<file path="src/source/icache_pkg.sv">
// ------------------------------------------------------------
// Instruction cache package with widths, address types and
// the main FSM state encoding
// ------------------------------------------------------------
`default_nettype none

package icache_pkg;

   localparam int CONFIG_AW          = 32;   // Physical address width
   localparam int CONFIG_P_PAGE_SIZE = 12;   // log2 of page size
   localparam int INSN_DW            = 32;
   localparam int FETCH_DW           = 2 * INSN_DW; // Two instructions per window
   localparam int P_FETCH_BYTES      = 3;    // log2(FETCH_DW/8)

   // AXI read channel is as wide as one fetch window
   localparam int AXI_AW             = CONFIG_AW;
   localparam int AXI_DW             = FETCH_DW;
   localparam int AXI_LEN_W          = 8;

   typedef logic [CONFIG_AW-1:0]                    paddr_t;
   typedef logic [CONFIG_P_PAGE_SIZE-1:0]           vpo_t;
   typedef logic [CONFIG_AW-CONFIG_P_PAGE_SIZE-1:0] ppn_t;
   typedef logic [FETCH_DW-1:0]                     fetch_t;

   typedef logic [AXI_AW-1:0]                       axi_addr_t;
   typedef logic [AXI_DW-1:0]                       axi_data_t;

   typedef enum logic [2:0] {
      S_BOOT       = 3'd0,   // Clearing tag/valid after reset
      S_IDLE       = 3'd1,
      S_REPLACE    = 3'd2,   // Victim tag write and AR request
      S_REFILL     = 3'd3,
      S_INVALIDATE = 3'd4,
      S_RELOAD_S1O = 3'd5    // Re-read stage 1 after refill
   } ic_state_e;

endpackage

`default_nettype wire

</file>
<file path="src/source/icache_axi_rd.sv">
// ------------------------------------------------------------
// AXI read channel: AR valid and address registers, R ready
// and beat strobes
// ------------------------------------------------------------
`timescale 1ns/10ps
`default_nettype none

module icache_axi_rd #(
   parameter int P_LINE = 6
) (
   input  wire                                     clk,
   input  wire                                     i_rst_n,
   input  wire                                     i_ar_req,
   input  wire icache_pkg::axi_addr_t              i_ar_addr,
   input  wire                                     i_arready,
   output logic                                    o_arvalid,
   output icache_pkg::axi_addr_t                   o_araddr,
   output logic [icache_pkg::AXI_LEN_W-1:0]        o_arlen,
   input  wire                                     i_in_refill,
   input  wire                                     i_rvalid,
   input  wire                                     i_rlast,
   output logic                                    o_rready,
   output logic                                    o_r_beat,
   output logic                                    o_r_last
);
   import icache_pkg::*;

   always_ff @(posedge clk or negedge i_rst_n)
   begin
      if (!i_rst_n)
         o_arvalid <= 1'b0;
      else if (i_ar_req)
         o_arvalid <= 1'b1;
      else if (o_arvalid && i_arready)
         o_arvalid <= 1'b0;   // Accepted by slave
   end

   always_ff @(posedge clk)
   begin
      if (i_ar_req)
         o_araddr <= i_ar_addr;
   end

   // One beat per fetch window
   assign o_arlen = AXI_LEN_W'((1 << (P_LINE - P_FETCH_BYTES)) - 1);

   assign o_rready = i_in_refill;
   assign o_r_beat = i_rvalid & o_rready;
   assign o_r_last = o_r_beat & i_rlast;

endmodule

`default_nettype wire

</file>
<file path="config.mk">
export PLATFORM = sky130hd
export DESIGN_NAME = icache_axi_rd
export DESIGN_NICKNAME = d
export VERILOG_FILES = /design/src/source/icache_pkg.sv /design/src/source/icache_axi_rd.sv
export SDC_FILE = /design/constraint.sdc
export NUM_CORES = 1
export LEC_CHECK = 0
export ABC_AREA = 1
export CELL_PAD_IN_SITES_DETAIL_PLACEMENT = 0
export CELL_PAD_IN_SITES_GLOBAL_PLACEMENT = 1
export CORE_MARGIN = 1.5
export CORE_UTILIZATION = 44
export DETAILED_ROUTE_END_ITERATION = 8
export DONT_BUFFER_PORTS = 1
export HOLD_SLACK_MARGIN = 0.03
export PLACE_DENSITY_LB_ADDON = 0.1
export RECOVER_POWER = 25
export SYNTH_ARGS = -nofsm -noshare
export SYNTH_HDL_FRONTEND = slang
export SYNTH_SLANG_ARGS = --single-unit
</file>
<file path="constraint.sdc">
create_clock -name clk -period 0.8 [get_ports clk]
set_input_delay 0.16 -clock clk [delete_from_list [all_inputs] [get_ports clk]]
set_output_delay 0.16 -clock clk [all_outputs]
set_load 0.02 [all_outputs]
</file>
-- Word level (Yosys, flattened, before mapping)
Index checks and enable logic that the tools add are counted.
- register bits: 33
- ROM bits: 0
- memory bits (writable): 0
- input port bits: 39
- output and inout port bits: 44
- latch bits: 0
- memories kept: 0
- word-level logic and storage cells: 8
- magnitude comparators: 0
- bitwise operators: 2
- reduce and logical (&&, ||, !) cells: 2
- $mul: 0
- multiplexer cells: 2
- add/sub/neg operators: 0
- equal/unequal tests: 0
- shift operators: 0
- div/mod/pow operators: 0
- operators with widths (cell ; number):
    AND 1 bit ; 2
    two-way mux 1 bit ; 2
    nonzero test 2 bit ; 1
    logical AND 1 bit ; 1

-- Logic depth before layout (Yosys ltp)
- word-level depth: 3
- depth in mapped cells: 3
- gate-level depth less buffers: 3

-- Worst setup path after synthesis
No wires, ideal clock.
- path type: register to register
- start point: register o_arvalid
- end point: register o_arvalid
- clock period less this slack: 676 ps
- required time: 683 ps
- path buffers: 0
- path slack: 124 ps
- setup time: 117 ps
- stages on the path, launching flop included: 3
- arrival: 559 ps
- cells stage by stage: dfrtp_1 > nand2_1 > nand2_1
- cells in the longest elaborated chain, start to end: 2
- ends and longest elaborated chain (item ; line ; source):
    start, declared ; icache_axi_rd.sv:16 ; output logic o_arvalid,
    start signal, assigned ; icache_axi_rd.sv:31 ; o_arvalid <= 1'b0;
    start signal, assigned ; icache_axi_rd.sv:33 ; o_arvalid <= 1'b1;
    start signal, assigned ; icache_axi_rd.sv:35 ; o_arvalid <= 1'b0;
    logical AND 1 bit ; icache_axi_rd.sv:34 ; else if (o_arvalid && i_arready)
    nonzero test 2 bit (no line) ; - ;
No other way between the ends.
A chain may end at the register's enable or synchronous reset.

-- Final worst setup path
- start point: register o_araddr[10]
- end point: output o_araddr[10]
- RTL lines (item ; line ; source):
    start, declared ; icache_axi_rd.sv:17 ; output icache_pkg::axi_addr_t o_araddr,
    start signal, assigned ; icache_axi_rd.sv:41 ; o_araddr <= i_ar_addr;
No word-level cell between the ends.

==> results.cfg <==
[detailed_routing]
top_layer = met4
route.detailed.drc = 0
drt_pass1_iterations = 3
drt-met1-wl_um = 622
drt-initial-drc-count = 5
wl_met3_um = 300
num_vias = 557
wl_mm = 1.98
via_per_inst = 4.60
antenna_left = 0
wl_met2_mm = 1.02
post_drt_wl_per_cell_um = 16.4

[job]
maxCapViolCount = 0

[place]
gp_congestion = 0.587
pre_cts_ws_ns = 0.0828
numPortBuffers = 0
hpwl_mm = 1.31
place_inst = 77

[global_routing]
grt_usage_pct = 15.7
grt_pass1_wl_mm = 2.79
grt_pass1_vias = 583
grt_max_degree = 34
gr-total-overflow = 0
antenna_found_initial = 0

[synthesis]
synth_top_family_by_area = buffers and inverters
synth_compound_area_share_pct = 0
synth_edf_count = 32
yosysSeqAreaShare_pct = 90.2
ys_ff_latch = 33
synth_top_area_share_pct = 87.9
avgSynthCellArea_um2 = 21.0
ys_top_cells_by_area = edfxtp_1 (88%), buf_4 (6.2%), dfrtp_1 (2.3%)
syn_inst = 52
synth_largest_area_cell = edfxtp_1
synth_most_common_cell = edfxtp_1
synthFlopType = edfxtp_1
synth_xor_area_share_pct = 0
synth-simple-area-share_pct = 1.60
synthArstFlopShare_pct = 3.03
synth_area_um2 = 1090
ys_types = 7
synth-adder-area-share_pct = 0
netlist_top_cells_count = edfxtp_1 (32), buf_4 (9), inv_1 (4)
synth_mux_area_share_pct = 0
yosysWarnings = 0

[clock_network]
clk_path_buf_depth = 2
cts.hold.buffers_added = 36
cts_root_buf = clkbuf_4
clk_pin_slew_ns = 0.09
cts_tree = yes
clock_latency_ns = 0.32
htree_levels = 2
cts-buffers-inserted = 5
cts_sinks = 33

[run_status]
status = complete, but fails checks
violations = hold timing, setup timing

[pwr]
share_comb_of_total_power_pct = 5.9
power_density_nw_per_um2 = 2210
irDropWorstVdd_uv = 1540
power_frac_seq_pct = 69.1
p_int_mw = 2.53
clkPwrFrac_pct = 25.0
power_leakage_nw = 0.559
swShare_pct = 23.4
p_sw_mw = 0.772

[floorplanning]
initial_core_util_pct = 48.0
die_y_um = 52.9
dieArea_um2 = 2790
die_width_um = 52.9
io_pins = 83
core-area_um2 = 2280
row_count = 17

[critical_path]
ff2ff_setup_slack_ns = 0.09
start_kind = register
path_class = register to output port
arrival_ns = 0.83
r2r-start = o_arvalid$_DFFE_PN0P_
crit_path_end_kind = output port
startpoint = o_araddr[10]$_DFFE_PP_
critPathCapture = o_araddr[10]
cp_max_fo = 1
cp.depth = 0
reg2reg_depth = 2
required_ns = 0.64
r2r-end = o_arvalid$_DFFE_PN0P_

[sta]
post-route-min-period_ns = 0.985
setup_viol = 33
fmaxAchievable_mhz = 1020
fin_crit_sh_pct = 123
fin_skew_ns = 0
setup_ws_ns = -0.185
fin_setup_tns_ns = -5.47
whs_ns = -0.0536
rsz0062_at_grt = yes
hold_violations = 32
slew_viol_final = 0

[worst_hold_path]
hold_path_class = input port to register
hp-start = i_ar_req
hold_depth = 0

[finish]
drive_gt1_share_pct = 7.53
diodes = 0
final_cells = 121
areaGrowthSynthToFinish_pct = 36.6
final_nets = 131
==> per-layer routing <==
layer  GRT usage, %  vias to the layer above
met5              0                        -
met4           10.3                        0
met3           9.04                        6
met2           26.7                       55
met1           13.8                      249
li1               -                      247
==> area by class of cell <==
type | count | area (um^2)
Sequential cell | 33 | 987
Clock buffer | 8 | 48.8
Fill cell | 167 | 782
Tap cell | 28 | 35.0
Multi-Input combinational cell | 12 | 47.5
Timing Repair Buffer | 36 | 360
Inverter | 4 | 15.0
==> worst min path at each step <==
stage | to | slack, ns
final | o_araddr[29]$_DFFE_PP_ | -0.05
after global routing | o_araddr[29]$_DFFE_PP_ | -0.08
after CTS | o_araddr[3]$_DFFE_PP_ | -0.07
after detailed placement | o_arvalid$_DFFE_PN0P_ | -0.14
after global placement | o_arvalid$_DFFE_PN0P_ | -0.14
after floorplan | o_arvalid$_DFFE_PN0P_ | -0.14
==> kinds of logic after synthesis <==
group / count (synthesis)
flops: 33
other cells: 2
simple gates: 4
buf+inv: 13
==> flip-flops by register name, indices dropped and copies added (netlist names) <==
name,cells
o_araddr,32
o_arvalid,1
==> through the flow <==
step,instance area [um^2],power [mW],utilization (%)
6_report,1490,3.30,65.6
3_3_place_gp,1080,2.37,47.6
2_1_floorplan,1120,2.38,-
5_1_grt,1490,3.45,65.6
3_5_place_dp,1080,2.37,47.6
4_1_cts,1490,3.35,65.6
==> timing repair <==
item | in CTS | in global routing
gates resized for setup | 1 | 0
setup buffers | 0 | 0
setup endpoints to repair | 33 | 33
endpoints found under the hold margin | 66 | 32
==> layout by cell type (no fill, tap or decap) <==
cell type      count
dlygate4sd3_1     36
edfxtp_1          32
conb_1             8
clkbuf_4           5
inv_1              4
nand2_1            3
clkbuf_1           3
nor2_2             1
dfrtp_2            1
==> power by group through the flow <==
stage               clock network, mW  logic, mW  registers, mW
finish                          0.826      0.194           2.28
global route                    0.944      0.210           2.30
CTS                             0.877      0.191           2.28
detailed placement                  0     0.0514           2.32
global placement                    0     0.0495           2.32
floorplan                           0     0.0857           2.30
Power figures use the tool's default switching activity.
