**src/source/icache_pkg.sv**
```systemverilog
// ------------------------------------------------------------
// Instruction cache package with widths, address types and
// the main FSM state encoding
// ------------------------------------------------------------
`default_nettype none

package icache_pkg;

   localparam int CONFIG_AW          = 32;   // Physical address width
   localparam int CONFIG_P_PAGE_SIZE = 12;   // log2 of page size
   localparam int INSN_DW            = 32;
   localparam int FETCH_DW           = 2 * INSN_DW; // Two instructions per window
   localparam int P_FETCH_BYTES      = 3;    // log2(FETCH_DW/8)

   // AXI read channel is as wide as one fetch window
   localparam int AXI_AW             = CONFIG_AW;
   localparam int AXI_DW             = FETCH_DW;
   localparam int AXI_LEN_W          = 8;

   typedef logic [CONFIG_AW-1:0]                    paddr_t;
   typedef logic [CONFIG_P_PAGE_SIZE-1:0]           vpo_t;
   typedef logic [CONFIG_AW-CONFIG_P_PAGE_SIZE-1:0] ppn_t;
   typedef logic [FETCH_DW-1:0]                     fetch_t;

   typedef logic [AXI_AW-1:0]                       axi_addr_t;
   typedef logic [AXI_DW-1:0]                       axi_data_t;

   typedef enum logic [2:0] {
      S_BOOT       = 3'd0,   // Clearing tag/valid after reset
      S_IDLE       = 3'd1,
      S_REPLACE    = 3'd2,   // Victim tag write and AR request
      S_REFILL     = 3'd3,
      S_INVALIDATE = 3'd4,
      S_RELOAD_S1O = 3'd5    // Re-read stage 1 after refill
   } ic_state_e;

endpackage

`default_nettype wire

```
**src/source/icache_array_if.sv**
```systemverilog
// ------------------------------------------------------------
// Array port from the cache controller to the tag and payload
// arrays of every way
// ------------------------------------------------------------
`timescale 1ns/10ps
`default_nettype none

interface icache_array_if #(
   parameter int P_LINE = 6,
   parameter int P_SETS = 4,
   parameter int P_WAYS = 1
);
   import icache_pkg::*;

   localparam int NWAYS      = 1 << P_WAYS;
   localparam int TAG_W      = CONFIG_AW - P_SETS - P_LINE;
   localparam int PAYLOAD_AW = P_SETS + P_LINE - P_FETCH_BYTES;

   logic [P_SETS-1:0]     line_addr;     // Set index
   logic                  re;            // Shared by tag and payload
   logic [NWAYS-1:0]      tag_we;
   logic [TAG_W:0]        tag_wdata;     // {tag, valid}
   logic [PAYLOAD_AW-1:0] payload_addr;  // {set, window}
   logic [NWAYS-1:0]      payload_we;
   fetch_t                payload_wdata;

   modport ctrl (
      output line_addr, re, tag_we, tag_wdata,
      output payload_addr, payload_we, payload_wdata
   );

   modport ways (
      input line_addr, re, tag_we, tag_wdata,
      input payload_addr, payload_we, payload_wdata
   );

endinterface

`default_nettype wire

```
**src/source/icache_ctrl.sv**
```systemverilog
// ------------------------------------------------------------
// Cache controller: main FSM, boot and refill counters, clock
// victim pointer, stage registers and output window register
// ------------------------------------------------------------
`timescale 1ns/10ps
`default_nettype none

module icache_ctrl #(
   parameter int P_LINE = 6,
   parameter int P_SETS = 4,
   parameter int P_WAYS = 1
) (
   input  wire                                            clk,
   input  wire                                            i_rst_n,
   input  wire                                            i_p_ce,
   input  wire icache_pkg::vpo_t                          i_vpo,
   input  wire icache_pkg::ppn_t                          i_ppn_s2,
   input  wire                                            i_icinv_we,
   input  wire icache_pkg::paddr_t                        i_icinv_addr,
   input  wire                                            i_hit,
   input  wire icache_pkg::fetch_t                        i_hit_data,
   input  wire                                            i_r_beat,
   input  wire                                            i_r_last,
   input  wire icache_pkg::fetch_t                        i_rdata,
   icache_array_if.ctrl                                   array,
   output logic [icache_pkg::CONFIG_AW-P_SETS-P_LINE-1:0] o_paddr_tag,
   output logic                                           o_ar_req,
   output icache_pkg::paddr_t                             o_ar_addr,
   output logic                                           o_in_refill,
   output logic                                           o_stall_req,
   output icache_pkg::fetch_t                             o_ins,
   output logic                                           o_valid
);
   import icache_pkg::*;

   localparam int NWAYS      = 1 << P_WAYS;
   localparam int TAG_W      = CONFIG_AW - P_SETS - P_LINE;
   localparam int WIN_W      = P_LINE - P_FETCH_BYTES;
   localparam int PAYLOAD_AW = P_SETS + WIN_W;

   ic_state_e         state_q;
   ic_state_e         state_d;
   logic [P_SETS-1:0] boot_cnt;
   logic [WIN_W-1:0]  refill_cnt;
   logic [NWAYS-1:0]  free_way;
   logic [NWAYS-1:0]  s2o_free_way;
   logic              s1o_valid;
   logic              s2o_valid;
   logic              s2o_miss_inflight;
   vpo_t              s1o_vpo;
   paddr_t            s2i_paddr;
   paddr_t            s2o_paddr;
   paddr_t            inv_paddr;
   logic              s2i_miss;
   logic              fsm_idle;
   logic              refill_get_dat;

   assign fsm_idle    = (state_q == S_IDLE);
   assign s2i_paddr   = {i_ppn_s2, s1o_vpo};
   assign o_paddr_tag = s2i_paddr[CONFIG_AW-1 -: TAG_W];
   assign s2i_miss    = i_p_ce & s1o_valid & ~i_hit;

   always_comb
   begin
      state_d = state_q;
      case (state_q)
         S_BOOT:       if (&boot_cnt) state_d = S_IDLE;
         S_IDLE:
         begin
            if (i_icinv_we)
               state_d = S_INVALIDATE;
            else if (s2i_miss)
               state_d = S_REPLACE;
         end
         S_REPLACE:    state_d = S_REFILL;
         S_REFILL:     if (i_r_last) state_d = S_RELOAD_S1O;
         S_INVALIDATE: state_d = s2o_miss_inflight ? S_REPLACE : S_IDLE; // Resume held miss
         S_RELOAD_S1O: state_d = S_IDLE;
         default:      state_d = S_IDLE;
      endcase
   end

   always_ff @(posedge clk or negedge i_rst_n)
   begin
      if (!i_rst_n)
      begin
         state_q           <= S_BOOT;
         boot_cnt          <= '0;
         refill_cnt        <= '0;
         free_way          <= NWAYS'(1);
         s1o_valid         <= 1'b0;
         s2o_valid         <= 1'b0;
         s2o_miss_inflight <= 1'b0;
      end
      else
      begin
         state_q  <= state_d;
         free_way <= (free_way << 1) | (free_way >> (NWAYS - 1)); // Clock hand
         if (state_q == S_BOOT)
            boot_cnt <= boot_cnt + 1'b1;
         if (o_in_refill && i_r_beat)
            refill_cnt <= refill_cnt + 1'b1; // Wraps at end of burst
         if (i_p_ce)
         begin
            s1o_valid <= 1'b1;
            s2o_valid <= s1o_valid;
         end
         if (fsm_idle)
            s2o_miss_inflight <= s2i_miss;
      end
   end

   always_ff @(posedge clk)
   begin
      if (i_p_ce)
      begin
         s1o_vpo   <= i_vpo;
         s2o_paddr <= s2i_paddr;
      end
      if (fsm_idle)
         inv_paddr <= i_icinv_addr;
      if (state_q == S_REPLACE)
         s2o_free_way <= free_way;   // Victim for the whole refill
   end

   // Set index by state
   always_comb
   begin
      case (state_q)
         S_BOOT:       array.line_addr = boot_cnt;
         S_INVALIDATE: array.line_addr = inv_paddr[P_LINE +: P_SETS];
         S_REPLACE:    array.line_addr = s2o_paddr[P_LINE +: P_SETS];
         S_RELOAD_S1O: array.line_addr = s1o_vpo[P_LINE +: P_SETS];
         default:      array.line_addr = i_vpo[P_LINE +: P_SETS];
      endcase
   end

   always_comb
   begin
      case (state_q)
         S_REFILL:     array.payload_addr = {s2o_paddr[P_LINE +: P_SETS], refill_cnt};
         S_RELOAD_S1O: array.payload_addr = s1o_vpo[P_FETCH_BYTES +: PAYLOAD_AW];
         default:      array.payload_addr = i_vpo[P_FETCH_BYTES +: PAYLOAD_AW];
      endcase
   end

   assign array.re        = i_p_ce | (state_q == S_RELOAD_S1O);
   assign array.tag_wdata = (state_q == S_REPLACE) ? {s2o_paddr[CONFIG_AW-1 -: TAG_W], 1'b1}
                                                   : '0;
   // Boot and invalidate clear the set in every way
   assign array.tag_we = {NWAYS{(state_q == S_BOOT) | (state_q == S_INVALIDATE)}} |
                         ({NWAYS{state_q == S_REPLACE}} & free_way);
   assign array.payload_we    = {NWAYS{o_in_refill & i_r_beat}} & s2o_free_way;
   assign array.payload_wdata = i_rdata;

   // Critical word grabbed off the bus
   assign refill_get_dat = o_in_refill & i_r_beat &
                           (s2o_paddr[P_FETCH_BYTES +: WIN_W] == refill_cnt);

   always_ff @(posedge clk)
   begin
      if (refill_get_dat)
         o_ins <= i_rdata;
      else if (i_p_ce)
         o_ins <= i_hit_data;
   end

   assign o_ar_req    = (state_q == S_REPLACE);
   assign o_ar_addr   = {s2o_paddr[CONFIG_AW-1:P_LINE], {P_LINE{1'b0}}};
   assign o_in_refill = (state_q == S_REFILL);
   assign o_stall_req = ~fsm_idle;
   assign o_valid     = s2o_valid;

endmodule

`default_nettype wire

```
**src/flat_wrapper.sv**
```systemverilog
// flat-port wrapper written by rule: the top's interface ports become plain ports
module icache_ctrl_flat import icache_pkg::*;
#(
   parameter int P_LINE = 6,
   parameter int P_SETS = 4,
   parameter int P_WAYS = 1
)
  (clk, i_rst_n, i_p_ce, i_vpo, i_ppn_s2, i_icinv_we, i_icinv_addr, i_hit, i_hit_data, i_r_beat, i_r_last, i_rdata, o_paddr_tag, o_ar_req, o_ar_addr, o_in_refill, o_stall_req, o_ins, o_valid, array_line_addr, array_re, array_tag_we, array_tag_wdata, array_payload_addr, array_payload_we, array_payload_wdata);
  icache_array_if #(.P_LINE(P_LINE), .P_SETS(P_SETS), .P_WAYS(P_WAYS)) array_i ();
  input  wire clk;
  input  wire i_rst_n;
  input  wire i_p_ce;
  input  wire icache_pkg::vpo_t i_vpo;
  input  wire icache_pkg::ppn_t i_ppn_s2;
  input  wire i_icinv_we;
  input  wire icache_pkg::paddr_t i_icinv_addr;
  input  wire i_hit;
  input  wire icache_pkg::fetch_t i_hit_data;
  input  wire i_r_beat;
  input  wire i_r_last;
  input  wire icache_pkg::fetch_t i_rdata;
  output logic [icache_pkg::CONFIG_AW-P_SETS-P_LINE-1:0] o_paddr_tag;
  output logic o_ar_req;
  output icache_pkg::paddr_t o_ar_addr;
  output logic o_in_refill;
  output logic o_stall_req;
  output icache_pkg::fetch_t o_ins;
  output logic o_valid;
  output wire logic [$bits(array_i.line_addr)-1:0] array_line_addr;
  output wire logic [$bits(array_i.re)-1:0] array_re;
  output wire logic [$bits(array_i.tag_we)-1:0] array_tag_we;
  output wire logic [$bits(array_i.tag_wdata)-1:0] array_tag_wdata;
  output wire logic [$bits(array_i.payload_addr)-1:0] array_payload_addr;
  output wire logic [$bits(array_i.payload_we)-1:0] array_payload_we;
  output wire logic [$bits(array_i.payload_wdata)-1:0] array_payload_wdata;
  assign array_line_addr = array_i.line_addr;
  assign array_re = array_i.re;
  assign array_tag_we = array_i.tag_we;
  assign array_tag_wdata = array_i.tag_wdata;
  assign array_payload_addr = array_i.payload_addr;
  assign array_payload_we = array_i.payload_we;
  assign array_payload_wdata = array_i.payload_wdata;
  icache_ctrl #(.P_LINE(P_LINE), .P_SETS(P_SETS), .P_WAYS(P_WAYS)) u_core (.clk(clk), .i_rst_n(i_rst_n), .i_p_ce(i_p_ce), .i_vpo(i_vpo), .i_ppn_s2(i_ppn_s2), .i_icinv_we(i_icinv_we), .i_icinv_addr(i_icinv_addr), .i_hit(i_hit), .i_hit_data(i_hit_data), .i_r_beat(i_r_beat), .i_r_last(i_r_last), .i_rdata(i_rdata), .array(array_i), .o_paddr_tag(o_paddr_tag), .o_ar_req(o_ar_req), .o_ar_addr(o_ar_addr), .o_in_refill(o_in_refill), .o_stall_req(o_stall_req), .o_ins(o_ins), .o_valid(o_valid));
endmodule
```
**config.mk**
```make
export PLATFORM = sky130hd
export DESIGN_NAME = icache_ctrl_flat
export DESIGN_NICKNAME = d
export VERILOG_FILES = /design/src/source/icache_pkg.sv /design/src/source/icache_array_if.sv /design/src/source/icache_ctrl.sv /design/src/flat_wrapper.sv
export SDC_FILE = /design/constraint.sdc
export NUM_CORES = 1
export LEC_CHECK = 0
export BUFFER_PORTS_ARGS = -buffer_cell sky130_fd_sc_hd__buf_4
export CAP_MARGIN = 20
export CORE_AREA = 2 2 164 166
export DETAILED_ROUTE_END_ITERATION = 16
export DIE_AREA = 0 0 166 168
export HOLD_SLACK_MARGIN = 0.12
export PLACE_DENSITY = 0.49
export SLEW_MARGIN = 25
export SYNTH_ARGS = -nofsm -noshare
export SYNTH_HDL_FRONTEND = slang
export SYNTH_SLANG_ARGS = --single-unit
```
**constraint.sdc**
```tcl
create_clock -name clk -period 4.6 [get_ports clk]
set_clock_uncertainty 0.2 [all_clocks]
set_input_delay 0.23 -clock clk [delete_from_list [all_inputs] [get_ports clk]]
set_output_delay 0.23 -clock clk [all_outputs]
set_load 0.02 [all_outputs]
```
* Word-level counts from Yosys, hierarchy flattened
Cells that the tools add are included.
** Word-level totals
- Bits in registers :: 135
- Input bits :: 199
- Word-level logic and storage cells :: 51
** Cells by class
- Add/sub/neg operators :: 2
- Eq/ne operators :: 9
- Multiplexer cells :: 11
- Bitwise operators :: 12
- Reductions and logical operators :: 5
** Operators by type and width (number)
- $mux W64 :: 2
- $mux W23 :: 1
- $pmux W4 S4 :: 1
- $pmux W3 S5 :: 1
- $pmux W7 S2 :: 1
- $mux W3 :: 4
- $eq A3 B2 Y1 const B :: 2
- $eq A3 B3 Y1 const B :: 2
- $add A4 B1 Y4 const B :: 1
- $and A1 B1 Y1 :: 4
- $and A2 B2 Y2 :: 2
- $reduce_and A4 Y1 :: 1
- $add A3 B1 Y3 const B :: 1
- $eq A3 B1 Y1 const B :: 1
- $eq A3 B3 Y1 :: 1
- $logic_not A3 Y1 :: 1
- $ne A3 B2 Y1 const B :: 1
- $reduce_and A3 Y1 :: 1
- $mux W2 :: 1
- $ne A2 B1 Y1 const B :: 1
- $ne A2 B2 Y1 const B :: 1
- $not A1 Y1 :: 2
- $or A1 B1 Y1 :: 2
- $or A2 B1 Y2 :: 1
- other kinds (3) :: 3

* Longest topological paths before layout
- Word-level depth :: 5
- Gate-level depth with buffers :: 7
- Gate-level depth less buffers :: 4

* Least setup slack after synthesis
OpenSTA, ideal clock, no wires.
- Path type :: reg-to-reg
- Start :: register u_core.state_q[0]
- End :: register u_core.o_ins[0] (enable)
- Arrival time :: 2094 ps
- Data required time :: 4006 ps
- Setup slack :: 1912 ps
- Stages on the path, launching flop included :: 8
- Period minus slack after synthesis :: 2688 ps
- Path through :: dfrtp_1 -> buf_6 -> and4b_1 -> buf_6 -> and4_4 -> buf_12 -> buf_12 -> or2_2
** On the way
- Word-level cells in the longest chain between the ends :: 4
** RTL lines
- from (decl) :: line icache_ctrl.sv:41 : ic_state_e state_q;
- from (signal assigned) :: line icache_ctrl.sv:97 : state_q <= state_d;
- $eq A3 B2 Y1 :: line icache_ctrl.sv:170 : assign o_in_refill = (state_q == S_REFILL);
- $and A1 B1 Y1 (2 in a row) :: line icache_ctrl.sv:157 : assign refill_get_dat = o_in_refill & i_r_beat &
- $reduce_bool A2 Y1 (no source line)
- to (signal assigned) :: line icache_ctrl.sv:163 : o_ins <= i_rdata;
- to (signal assigned) :: line icache_ctrl.sv:165 : o_ins <= i_hit_data;
- to (decl) :: line icache_ctrl.sv:31 : output icache_pkg::fetch_t o_ins,
Every way passes these cells.
A chain may end at the register's enable or synchronous reset.

* Worst setup path in the final report
- Start :: register u_core.state_q[2]
- End :: register u_core.o_ins[1], data pin
** On the way
- Word-level cells in the longest chain between the ends :: 4
** RTL lines
- $eq A3 B2 Y1 :: line icache_ctrl.sv:170
- $and A1 B1 Y1 (2 in a row) :: line icache_ctrl.sv:157
- $mux W64 :: line icache_ctrl.sv:162 : if (refill_get_dat)
Every way passes these cells.

==> out/qor.yml <==
floorplanning:
  num_rows: 60
  initial_core_util_pct: 24.94
  io_pins: 424
  die_area_sq_um: 27890
  core-area_sq_um: 26350
  die_w_um: 166
  fp.dieH_um: 168
layout:
  final_util_pct: 42.20
  nNetsFinal: 1109
  antennaDiodeCount: 0
  area_growth_pct: 69.20
  drive_gt1_share_pct: 54.72
critical_path:
  cp-startpoint: "u_core.state_q[2]"
  path_class: "flip-flop to flip-flop"
  arrival_ns: 3.74
  required_ns: 4.56
  reg2reg_to: "u_core.o_ins[1]"
  startpoint_type: "flip-flop"
  r2r-start: "u_core.state_q[2]"
  end_kind: "flip-flop"
  endpoint: "u_core.o_ins[1]"
  worstRegToRegCells: 6
  r2r_slack_ns: 0.82
  critPathMaxFanout: 42
min_path:
  hold_class: "input port to flip-flop"
logic_synthesis:
  ys_ff_latch: 123
  async_reset_ff_share_pct: 12.20
  synth-edff-count: 108
  synth_ff_type: "edfxtp_1"
  synth.distinct_cells: 42
  syn_avg_cell_area_sq_um: 14.07
  synth_warnings: 0
  synthCells: 467
  ys_seq_area_share_pct: 55.07
  netlist_area_sq_um: 6573
clock_network:
  tritoncts: "built"
  clockBufferDepth: 2
  cts_buffers: 17
  clock_latency_ns: 0.41
  postCtsSetupRepairBufs: 0
  path_clk_slew_ns: 0.06
  h-tree-depth: 4
  cts_resized: 0
  postCtsHoldBufs: 168
  cts_sinks: 123
  cts_root_buffer: "clkbuf_16"
timing:
  rsz0062_at_grt: "no"
  fin_tns_setup_ns: 0
  max_slew.worst_pin.slew_ns: 0.9380
  setup_viol_count_final: 0
  hold_ws_ns: 0.1549
  finalCriticalPeriod_ns: 3.783
  relSlewSlack_pct: 37.47
  finalCritPeriodShare_pct: 82.23
  fmax_mhz: 264.4
  hold_viol_final: 0
  final-max-slew-violation-count: 0
pwr:
  pwr_density_cell_nw_per_um2: 383.1
  peakVddDrop_mv: 0.2740
  leakage_nw: 4.841
  total_power_mw: 4.261
detailed_routing:
  totalWireLength_mm: 20.59
  routed-via-count: 5040
  first_iter_violations: 223
  ant_nets: 0
  drc: 0
  wl_per_cell_um: 16.31
  avgViaCountPerCell: 3.994
  first_pass_iters: 4
placement:
  port_buffers: 386
  dpl.hpwl_mm: 14.34
  place_congestion: 0.7590
global_route:
  grt_pass1_vias: 5126
  grt_overflow_total: 0
  grt.total_usage_pct: 14.10
  grt_pass1_wl_mm: 30.18
  antenna_found_initial: 0
  grt_max_degree: 65
job:
  max_cap_violations: 0
run_status:
  outcome: "finished clean"
## report_power, final
group	switching [mW]	leakage [nW]	internal (mW)	total, mW
registers	0.0665	1.23	1.36	1.43
clock network	0.529	0.280	0.797	1.33
logic	0.784	3.33	0.723	1.51
total	1.38	4.84	2.88	4.26
## how the worst min path moves through the flow
stage                     cells past startpoint                  end  slack (ns)  startpoint
after floorplan                               0   u_core.boot_cnt[0]       -0.27     i_rst_n
after global placement                        1       u_core.o_valid       -0.09     i_rst_n
after detailed placement                      1       u_core.o_valid        -0.1     i_rst_n
after CTS                                     1  u_core.s2o_paddr[7]        0.15      i_p_ce
after global routing                          1    u_core.s1o_vpo[7]        0.17      i_p_ce
final                                         1  u_core.s2o_paddr[7]        0.15      i_p_ce
## state kept, by name, indices dropped and copies added, names as in the netlist
register,flops
u_core.boot_cnt,4
u_core.s1o_valid,1
u_core.free_way,2
u_core.refill_cnt,3
u_core.state_q,3
u_core.o_ins,64
u_core.s2o_paddr,29
u_core.s2o_miss_inflight,1
u_core.s1o_vpo,9
u_core.s2o_free_way,2
u_core.o_valid,1
u_core.inv_paddr,4
## cells in the final DEF (no fill, tap or decap), types with 5 or more instances in the layout
cell type and count:
nor2_1 9, nand2b_1 6, clkinv_4 5, dlygate4sd3_1 168
edfxtp_1 108, mux2_4 49, mux2_2 25, conb_1 6
xnor2_1 7, buf_4 391, mux2i_1 5, o21ai_0 10
o211ai_1 10, and2_1 24, dfrtp_1 14, nand2_1 7
a21oi_1 7, clkbuf_16 17
## final cells by class
class | instances | area [sq um]
flip-flops and latches | 123 | 3620
inverters | 5 | 18.77
clock inverters | 15 | 151.4
multi-input cells | 202 | 1862
clock buffers | 17 | 425.4
well taps | 341 | 426.7
fillers | 2534 | 15230
repair buffers | 559 | 4617
## cells in the mapped netlist, types with 5 or more instances
| library cell | instances | area (sq um) |
|---|---|---|
| and2_1 | 24 | 150.1 |
| o211ai_1 | 10 | 75.07 |
| dfrtp_1 | 14 | 350.3 |
| edfxtp_1 | 108 | 3243 |
| buf_4 | 120 | 900.9 |
| o21ai_0 | 10 | 50.05 |
| mux2i_1 | 5 | 50.05 |
| clkbuf_1 | 12 | 45.04 |
| mux2_4 | 49 | 735.7 |
| nor2_1 | 9 | 33.78 |
| nand2_1 | 7 | 26.28 |
| buf_12 | 6 | 120.1 |
| mux2_2 | 25 | 281.5 |
| a21oi_1 | 7 | 35.03 |
| nand2b_1 | 6 | 37.54 |
| xnor2_1 | 7 | 61.31 |
| nor3b_1 | 5 | 37.54 |
## kinds of logic after synthesis
| family | share of synthesized area (%) |
|---|---|
| AOI/OAI and AO/OA | 3.941 |
| xor gates and xnor gates | 1.066 |
| muxes | 16.24 |
| adders and majority gates | 0.3807 |
| and+or+nand+nor | 6.244 |
| DFF | 55.07 |
| buffers and inverters | 17.00 |
| other | 0.05706 |
## critical path, stage by stage, from the launching register on
cell	delay, ns
dfrtp_1	0.36
buf_4	0.22
and4b_1	0.44
and4_4	0.59
buf_4	0.69
mux2_2	0.41
dlygate4sd3_1	0.56
## stage by stage
step,setup WS [ns],area (sq um),instances
floorplan,1.912,6591,472
global placement,1.350,8862,1062
detailed placement,1.333,8862,1062
CTS,0.7831,11120,1262
global route,0.6049,11120,1262
finish,0.8174,11120,1262
## metal layers
metal	wire length, um	GRT usage (%)	up-vias
li1	-	-	2426
met5	0	0	-
met1	8333	17.26	2404
met4	243	3.667	0
met3	1210	3.926	12
met2	10800	24.52	198
Power figures use the tool's default switching activity.
